--- src/hw/readout_link_defs.svh ---
`ifndef READOUT_LINK_DEFS_SVH
`define READOUT_LINK_DEFS_SVH

// memory side of the readout path
`define READOUT_MEM_WIDTH 128           // bits in one memory burst

// serial link side
`define READOUT_LINK_WIDTH 32           // bits in one link word

// words cut out of every burst, least significant first
`define READOUT_WORDS_PER_BURST 4

// flops behind the asynchronous pause and request levels
`define READOUT_SYNC_STAGES 2

`endif

--- src/hw/readout_pkg.sv ---
`default_nettype none

`include "readout_link_defs.svh"

package readout_pkg;

  ///////////////////////////////////////////////////////////////////////
  // data words
  typedef logic [`READOUT_MEM_WIDTH-1:0] mem_burst_t;   // one burst from memory
  typedef logic [`READOUT_LINK_WIDTH-1:0] link_word_t;  // one word to the master

  // which word of a burst is on the link
  typedef logic [$clog2(`READOUT_WORDS_PER_BURST)-1:0] word_index_t;

  ///////////////////////////////////////////////////////////////////////
  // owner of the outgoing link
  typedef enum logic [1:0] {
    src_command = 2'd0,   // command responses
    src_drain   = 2'd1,   // request seen, finish the open packet first
    src_memory  = 2'd2,   // fill data
    src_release = 2'd3    // fill done, ack up, wait for req to drop
  } link_source_e;

endpackage

`default_nettype wire

--- src/hw/link_stream_if.sv ---
`timescale 1ns/100ps
`default_nettype none

// one 32-bit valid/ready stream with a packet end marker
interface link_stream_if;

  readout_pkg::link_word_t tdata;   // payload word
  logic tvalid;                     // source has a word
  logic tlast;                      // last word of a packet
  logic tready;                     // sink takes the word this edge

  // the side that produces words
  modport source (
    output tdata,
    output tvalid,
    output tlast,
    input  tready
  );

  // the side that consumes them
  modport sink (
    input  tdata,
    input  tvalid,
    input  tlast,
    output tready
  );

endinterface

`default_nettype wire

--- src/hw/burst_width_converter.sv ---
`timescale 1ns/100ps
`default_nettype none

`include "readout_link_defs.svh"

// cuts each 128-bit memory burst into four link words
module burst_width_converter (
  input  logic                    clk125,
  input  logic                    reset,
  input  readout_pkg::mem_burst_t mem_tdata,   // burst from memory
  input  logic                    mem_tvalid,
  input  logic                    mem_tlast,   // last burst of the fill
  output logic                    mem_tready,
  link_stream_if.source           words        // link words toward the mux
);

  readout_pkg::mem_burst_t  burst_q;     // burst being sent
  readout_pkg::word_index_t index_q;     // word now offered
  logic                     last_q;      // burst carried mem_tlast
  logic                     full_q;      // burst_q holds words not yet sent

  logic last_word;                       // index_q points at the top word
  logic word_taken;                      // link took a word this cycle
  logic burst_taken;                     // new burst loads this cycle

  //////////////////////////////////////////////////////////////////////
  // handshake decode
  assign last_word   = (index_q == readout_pkg::word_index_t'(`READOUT_WORDS_PER_BURST - 1));
  assign word_taken  = words.tvalid && words.tready;

  // room when empty, or when the top word leaves on this edge
  assign mem_tready  = !full_q || (word_taken && last_word);
  assign burst_taken = mem_tvalid && mem_tready;

  //////////////////////////////////////////////////////////////////////
  // word select, least significant word first
  assign words.tdata  = burst_q[index_q * `READOUT_LINK_WIDTH +: `READOUT_LINK_WIDTH];
  assign words.tvalid = full_q;
  assign words.tlast  = full_q && last_q && last_word;  // only word 3 of the final burst

  // payload, loaded on accept only
  always_ff @(posedge clk125) begin
    if (burst_taken) begin
      burst_q <= mem_tdata;
    end
  end

  // word counter and occupancy
  always_ff @(posedge clk125) begin
    if (reset) begin
      full_q  <= 1'b0;
      index_q <= '0;
      last_q  <= 1'b0;
    end else if (burst_taken) begin
      full_q  <= 1'b1;       // word 0 valid next cycle
      index_q <= '0;
      last_q  <= mem_tlast;
    end else if (word_taken) begin
      if (last_word) begin
        full_q  <= 1'b0;     // burst used up, nothing waiting
        index_q <= '0;
      end else begin
        index_q <= index_q + 1'b1;
      end
    end
  end

endmodule

`default_nettype wire

--- src/hw/readout_sequencer.sv ---
`timescale 1ns/100ps
`default_nettype none

`include "readout_link_defs.svh"

// picks the link owner and runs the four-phase readout handshake
module readout_sequencer (
  input  logic clk125,
  input  logic reset,
  input  logic readout_req,      // from master, asynchronous level
  output logic readout_ack,      // fill sent, held until req drops
  input  logic cmd_taken,        // link took a command word
  input  logic cmd_last_taken,   // ... and it closed a packet
  input  logic mem_last_taken,   // link took the last fill word
  output logic use_memory        // mux selects memory words
);

  logic [`READOUT_SYNC_STAGES-1:0] req_sync_q;  // request synchronizer
  logic                            req;         // synchronized request

  logic packet_open_q;   // a command packet has started and not ended
  logic packet_open_d;   // flag including the beat taken this cycle

  readout_pkg::link_source_e state_q, state_d;

  //////////////////////////////////////////////////////////////////////
  // request synchronizer
  always_ff @(posedge clk125) begin
    if (reset) begin
      req_sync_q <= '0;
    end else begin
      req_sync_q <= {req_sync_q[`READOUT_SYNC_STAGES-2:0], readout_req};
    end
  end

  assign req = req_sync_q[`READOUT_SYNC_STAGES-1];

  //////////////////////////////////////////////////////////////////////
  // command packet tracking
  always_comb begin
    packet_open_d = packet_open_q;
    if (cmd_taken) begin
      packet_open_d = !cmd_last_taken;   // word without tlast opens, with tlast closes
    end
  end

  always_ff @(posedge clk125) begin
    if (reset) begin
      packet_open_q <= 1'b0;
    end else begin
      packet_open_q <= packet_open_d;
    end
  end

  //////////////////////////////////////////////////////////////////////
  // source selection
  always_comb begin
    state_d = state_q;
    case (state_q)
      readout_pkg::src_command: begin
        if (req) begin
          // never cut a packet that is still going out
          state_d = packet_open_d ? readout_pkg::src_drain : readout_pkg::src_memory;
        end
      end
      readout_pkg::src_drain: begin
        if (cmd_last_taken) state_d = readout_pkg::src_memory;
      end
      readout_pkg::src_memory: begin
        if (mem_last_taken) state_d = readout_pkg::src_release;  // ack rises here
      end
      readout_pkg::src_release: begin
        if (!req) state_d = readout_pkg::src_command;            // master let go
      end
      default: state_d = readout_pkg::src_command;
    endcase
  end

  always_ff @(posedge clk125) begin
    if (reset) begin
      state_q <= readout_pkg::src_command;
    end else begin
      state_q <= state_d;
    end
  end

  // outputs straight from the state register
  assign use_memory  = (state_q == readout_pkg::src_memory);
  assign readout_ack = (state_q == readout_pkg::src_release);

endmodule

`default_nettype wire

--- src/hw/link_source_mux.sv ---
`timescale 1ns/100ps
`default_nettype none

`include "readout_link_defs.svh"

// 2:1 stream mux in front of the link, with the master's pause
module link_source_mux (
  input  logic                    clk125,
  input  logic                    reset,
  input  logic                    readout_pause,   // asynchronous hold from master
  input  logic                    use_memory,      // from the sequencer
  input  readout_pkg::link_word_t cmd_tdata,
  input  logic                    cmd_tvalid,
  input  logic                    cmd_tlast,
  output logic                    cmd_tready,
  link_stream_if.sink             mem_words,       // words from the converter
  output readout_pkg::link_word_t link_tdata,
  output logic                    link_tvalid,
  output logic                    link_tlast,
  input  logic                    link_tready,
  output logic                    cmd_taken,       // pulses back to the sequencer
  output logic                    cmd_last_taken,
  output logic                    mem_last_taken
);

  logic [`READOUT_SYNC_STAGES-1:0] pause_sync_q;
  logic                            pause;          // synchronized pause
  logic                            link_go;        // link may take a word

  //////////////////////////////////////////////////////////////////////
  // pause synchronizer
  always_ff @(posedge clk125) begin
    if (reset) begin
      pause_sync_q <= '0;
    end else begin
      pause_sync_q <= {pause_sync_q[`READOUT_SYNC_STAGES-2:0], readout_pause};
    end
  end

  assign pause   = pause_sync_q[`READOUT_SYNC_STAGES-1];
  assign link_go = link_tready && !pause;

  //////////////////////////////////////////////////////////////////////
  // forward path, no register
  assign link_tdata  = use_memory ? mem_words.tdata : cmd_tdata;
  assign link_tlast  = use_memory ? mem_words.tlast : cmd_tlast;
  assign link_tvalid = !pause && (use_memory ? mem_words.tvalid : cmd_tvalid);

  // ready goes only to the selected source
  assign cmd_tready      = !use_memory && link_go;
  assign mem_words.tready = use_memory && link_go;

  // accepted beats, reported per kind
  assign cmd_taken      = cmd_tvalid && cmd_tready;
  assign cmd_last_taken = cmd_taken && cmd_tlast;
  assign mem_last_taken = mem_words.tvalid && mem_words.tready && mem_words.tlast;

endmodule

`default_nettype wire

--- src/hw/readout_link.sv ---
`timescale 1ns/100ps
`default_nettype none

// readout path toward the master link
module readout_link (
  input  logic                    clk125,
  input  logic                    reset,
  // command responses
  input  readout_pkg::link_word_t cmd_tdata,
  input  logic                    cmd_tvalid,
  input  logic                    cmd_tlast,
  output logic                    cmd_tready,
  // fill data from memory
  input  readout_pkg::mem_burst_t mem_tdata,
  input  logic                    mem_tvalid,
  input  logic                    mem_tlast,     // last burst of the fill
  output logic                    mem_tready,
  // outgoing link
  output readout_pkg::link_word_t link_tdata,
  output logic                    link_tvalid,
  output logic                    link_tlast,
  input  logic                    link_tready,
  // master control
  input  logic                    readout_pause, // asynchronous
  input  logic                    readout_req,
  output logic                    readout_ack
);

  logic use_memory;       // sequencer picks memory words
  logic cmd_taken;        // accepted-beat pulses from the mux
  logic cmd_last_taken;
  logic mem_last_taken;

  link_stream_if mem_words ();   // converter to mux

  ////////////////////////////////////////////////////////////////////////
  // memory bursts to link words
  burst_width_converter converter_i (
    .clk125     (clk125),
    .reset      (reset),
    .mem_tdata  (mem_tdata),
    .mem_tvalid (mem_tvalid),
    .mem_tlast  (mem_tlast),
    .mem_tready (mem_tready),
    .words      (mem_words.source)
  );

  // link owner and req/ack
  readout_sequencer sequencer_i (
    .clk125         (clk125),
    .reset          (reset),
    .readout_req    (readout_req),
    .readout_ack    (readout_ack),
    .cmd_taken      (cmd_taken),
    .cmd_last_taken (cmd_last_taken),
    .mem_last_taken (mem_last_taken),
    .use_memory     (use_memory)
  );

  ////////////////////////////////////////////////////////////////////////
  // shared link stream
  link_source_mux mux_i (
    .clk125         (clk125),
    .reset          (reset),
    .readout_pause  (readout_pause),
    .use_memory     (use_memory),
    .cmd_tdata      (cmd_tdata),
    .cmd_tvalid     (cmd_tvalid),
    .cmd_tlast      (cmd_tlast),
    .cmd_tready     (cmd_tready),
    .mem_words      (mem_words.sink),
    .link_tdata     (link_tdata),
    .link_tvalid    (link_tvalid),
    .link_tlast     (link_tlast),
    .link_tready    (link_tready),
    .cmd_taken      (cmd_taken),
    .cmd_last_taken (cmd_last_taken),
    .mem_last_taken (mem_last_taken)
  );

endmodule

`default_nettype wire

--- config.mk ---
export PLATFORM = sky130hd
export DESIGN_NAME = readout_link
export DESIGN_NICKNAME = d
export VERILOG_FILES = /design/src/hw/readout_pkg.sv /design/src/hw/link_stream_if.sv /design/src/hw/burst_width_converter.sv /design/src/hw/readout_sequencer.sv /design/src/hw/link_source_mux.sv /design/src/hw/readout_link.sv
export VERILOG_INCLUDE_DIRS = /design/src /design/src/hw
export SDC_FILE = /design/constraint.sdc
export NUM_CORES = 1
export LEC_CHECK = 0
export CORE_MARGIN = 4
export CORE_UTILIZATION = 28
export CTS_BUF_LIST = sky130_fd_sc_hd__clkbuf_8
export CTS_CLUSTER_SIZE = 8
export DETAILED_ROUTE_END_ITERATION = 6
export DONT_BUFFER_PORTS = 1
export PLACE_DENSITY = 0.5
export SKIP_CTS_REPAIR_TIMING = 1
export SLEW_MARGIN = 20
export SYNTH_ARGS = -nofsm -noshare
export SYNTH_HDL_FRONTEND = slang
export SYNTH_SLANG_ARGS = --single-unit
export TNS_END_PERCENT = 20
--- constraint.sdc ---
create_clock -name clk125 -period 8.44 [get_ports clk125]
set_input_delay 0.844 -clock clk125 [delete_from_list [all_inputs] [get_ports clk125]]
set_output_delay 0.844 -clock clk125 [all_outputs]
set_load 0.05 [all_outputs]
==> metrics.md <==
| Metric | Value |
|---|---|
| TritonRoute pass-1 iters | `4` |
| DRC | `0` |
| Avg WL per Cell | `about 21 µm` |
| IO buf count | `0` |
| Area leader, netlist | `edfxtp_1` |
| Setup total negative slack | `0 ns` |
| Synthesized-area fraction occupied by adder cells | `between 1 and 1.5%` |
| Die height | `151.1 µm` |
| TritonCTS buffer count | `17` |
| Worst r2r path cells | `5` |
| Outcome | `completed` |
| Max-Cap Viols | `0` |
| Number of I/O pins | `just over 200` |
| Top cells by area, synth | `edfxtp_1, mux4_2, mux2_4, dfxtp_1, mux4_1` |
| Core Region | `between 20000 and 25000 µm²` |
| Final Hold Viols | `0` |
| Hold depth | `1` |
| Peak VDD IR | `0.1090 mV` |
| Initial antenna violation count | `8` |
| Layout area overhead | `11.69%` |
| GRT Overall Usage | `10.56%` |
| Hpwl dp | `8.268 mm` |
| Total grt overflow | `0` |
| RR Startpoint | `converter_i.index_q[0]$_SDFFE_PP0P_` |
| Yosys top cell area share | `between 60% and 70%` |
| Clk_lat worst skew | `0.43 ns` |
| Routed vias/inst | `4.561` |
| CTS Sinks | `between 100 and 150` |
| Synth Warn # | `0` |
| Startpoint Class | `flop` |
| Post-synth ARST share | `0%` |
| Die area | `around 23000 µm²` |
| FF+latch count, synth | `between 100 and 150` |
| Combinational family with the most area after synthesis | `multiplexers` |
| Vias in the first global route | `between 2000 and 3000` |
| Worst reg2reg setup slack | `between 5 and 6 ns` |
| Seq/Total Area, Yosys | `between 70 and 80%` |
| Global-route wire length before repair | `between 15 and 20 mm` |
| CTS tree | `yes` |
| WHS Endpoint | `sequencer_i.req_sync_q[1]$_SDFF_PP0_` |
| Max Fclk | `roughly 290 MHz` |
| HP Start | `sequencer_i.req_sync_q[0]$_SDFF_PP0_` |
| Leak Pwr | `about 2.1 nW` |
| Avg Cell Area, Syn | `~21 µm²` |
| Fin crit share | `40.29%` |
| Starting Density | `28.44%` |
| CP max FO | `63` |
| Slew @ Worst Pin | `0.9689 ns` |
| Crit Path Category | `flop to flop` |
| Die W | `about 150 µm` |
| Slew Viols, Final | `0` |
| Maximum root-to-sink buffer count | `2` |
| RR Endpoint | `converter_i.burst_q[51]$_DFFE_PP_` |
| Fill cell count | `around 2000` |
| WL final | `between 10 and 15 mm` |
| Iter 0 DRT Violations | `about 150` |
| Yosys cell types | `31` |
| Mapped Nets | `441` |
| Crit. End Element | `flop` |
| Synth Area in Compound Gates | `under 10%` |
| Commonest non-fill, non-tap cell in the layout | `edfxtp_1` |
| Synth Area in Simple Gates | `under 10%` |
| PwrDens | `277.6 nW/µm²` |
| Post-synth EDFFs | `about 130` |
| Final estimated routing congestion in global placement | `0.7239` |
| Tmin final | `around 3.4 ns` |
| Worst clock skew | `between 0.015 and 0.02 ns` |
| Detail Route Antenna Nets | `0` |
| RSZ-0062 raised after global routing | `false` |
| Row cnt | `52` |
| Max H-tree Level | `4` |
| Final setup fails | `0` |
| Cell count after synthesis | `267` |
| Hold crit path type | `flop to flop` |
| Pwr Total | `1.778 mW` |
| Reg clk slew, reported paths | `0.09 ns` |
| Vias | `~2600` |
| Slew headroom | `a little over a third` |
| Most frequent cells in the layout | `edfxtp_1, mux4_2, mux2_4` |
| Worst EP required | `approximately 8.5 ns` |
| Mux contribution to synthesized area | `21.82%` |
| Synth Cell Area | `roughly 5700 µm²` |
| Fraction of layout cells with a size suffix above 1 | `~34%` |
| Largest net degree at the start of global routing | `64` |
| Data arrival, critical path | `~3.5 ns` |
| XOR/XNOR share of the synthesized area | `0%` |
| Nets | `452` |
| Synth Flop Type | `edfxtp_1` |
| CTS Root Cell | `clkbuf_8` |
flip-flops by register name, indices dropped and copies added, names as in the netlist:
register                   cells
converter_i.burst_q          128
sequencer_i.packet_open_q      1
sequencer_i.state_q            2
converter_i.words.tvalid       1
converter_i.index_q            2
converter_i.last_q             1
mux_i.pause_sync_q             2
sequencer_i.req_sync_q         2
cell type report:
cell class	instances	area, µm²	share of cell area (%)
flip-flops and latches	139	4066	63.48
multi-input cells	112	1565	24.43
well taps	270	337.8	5.273
clock buffers	17	234.0	3.652
clock inverters	15	148.9	2.324
repair buffers	5	37.54	0.5859
inverters	3	11.26	0.1758
diodes	2	5.005	0.07813
synthesized netlist by cell type, types with 2 or more instances:
cell type	instances
a21oi_1	5
buf_12	3
buf_2	7
clkbuf_1	2
dfxtp_1	11
edfxtp_1	128
ha_1	5
inv_1	3
mux2_2	4
mux2_4	28
mux2i_1	5
mux4_1	4
mux4_2	28
nand2_1	4
nand4b_1	4
nor2_1	6
nor2b_1	5
nor3b_1	2
critical path, cell delays in order, from the launching register on:
cell and delay [ns]:
dfxtp_2 0.31, buf_4 0.58, ha_1 0.30, nand4b_1 0.23, a21boi_4 0.80, buf_4 0.72
where the power goes:
| group | switching, mW | internal (mW) | leakage [nW] | total [mW] |
|---|---|---|---|---|
| combinational | 0.303 | 0.140 | 0.582 | 0.443 |
| clock | 0.262 | 0.262 | 0.193 | 0.523 |
| sequential | 0.0129 | 0.800 | 1.31 | 0.813 |
routing by layer:
| metal | vias up | global-route usage [%] | share of wire (%) |
|---|---|---|---|
| met5 | - | 0 | 0.68 |
| met4 | 12 | 5.077 | 1.5 |
| met3 | 22 | 5.685 | 9.3 |
| met2 | 116 | 17.57 | 53 |
| met1 | 1291 | 10.89 | 36 |
| li1 | 1127 | - | - |
metrics by stage:
step | std cells | utilization, % | hold WS, ns | setup WS, ns | cell area (µm²)
2_1_floorplan | 267 | - | 0.4138 | 0.4197 | 5736
3_3_place_gp | 529 | 29.84 | 0.4184 | 5.008 | 6018
3_5_place_dp | 529 | 29.84 | 0.4297 | 4.896 | 6018
4_1_cts | 561 | 31.74 | 0.4133 | 4.911 | 6401
5_1_grt | 563 | 31.76 | 0.4091 | 4.690 | 6406
6_report | 563 | 31.76 | 0.4463 | 5.040 | 6406
worst max path at each step:
stage / startpoint / to / slack, ns / cells after the start
2_1_floorplan: link_tready / converter_i.index_q[1]$_SDFFE_PP0P_ / 0.42 / 4
3_3_place_gp: converter_i.index_q[0]$_SDFFE_PP0P_ / converter_i.burst_q[105]$_DFFE_PP_ / 5.01 / 5
3_5_place_dp: converter_i.index_q[0]$_SDFFE_PP0P_ / converter_i.burst_q[9]$_DFFE_PP_ / 4.90 / 5
4_1_cts: converter_i.index_q[0]$_SDFFE_PP0P_ / converter_i.burst_q[68]$_DFFE_PP_ / 4.91 / 5
5_1_grt: converter_i.index_q[0]$_SDFFE_PP0P_ / converter_i.burst_q[19]$_DFFE_PP_ / 4.69 / 5
6_report: converter_i.index_q[0]$_SDFFE_PP0P_ / converter_i.burst_q[51]$_DFFE_PP_ / 5.04 / 5
cell families after synthesis:
group	count (synthesis)
and+or+nand+nor	27
AOI/OAI and AO/OA	11
muxes	69
DFF	139
adders and majority gates	5
buffers and inverters	16
Note: power is estimated with default switching activity, not from simulation.
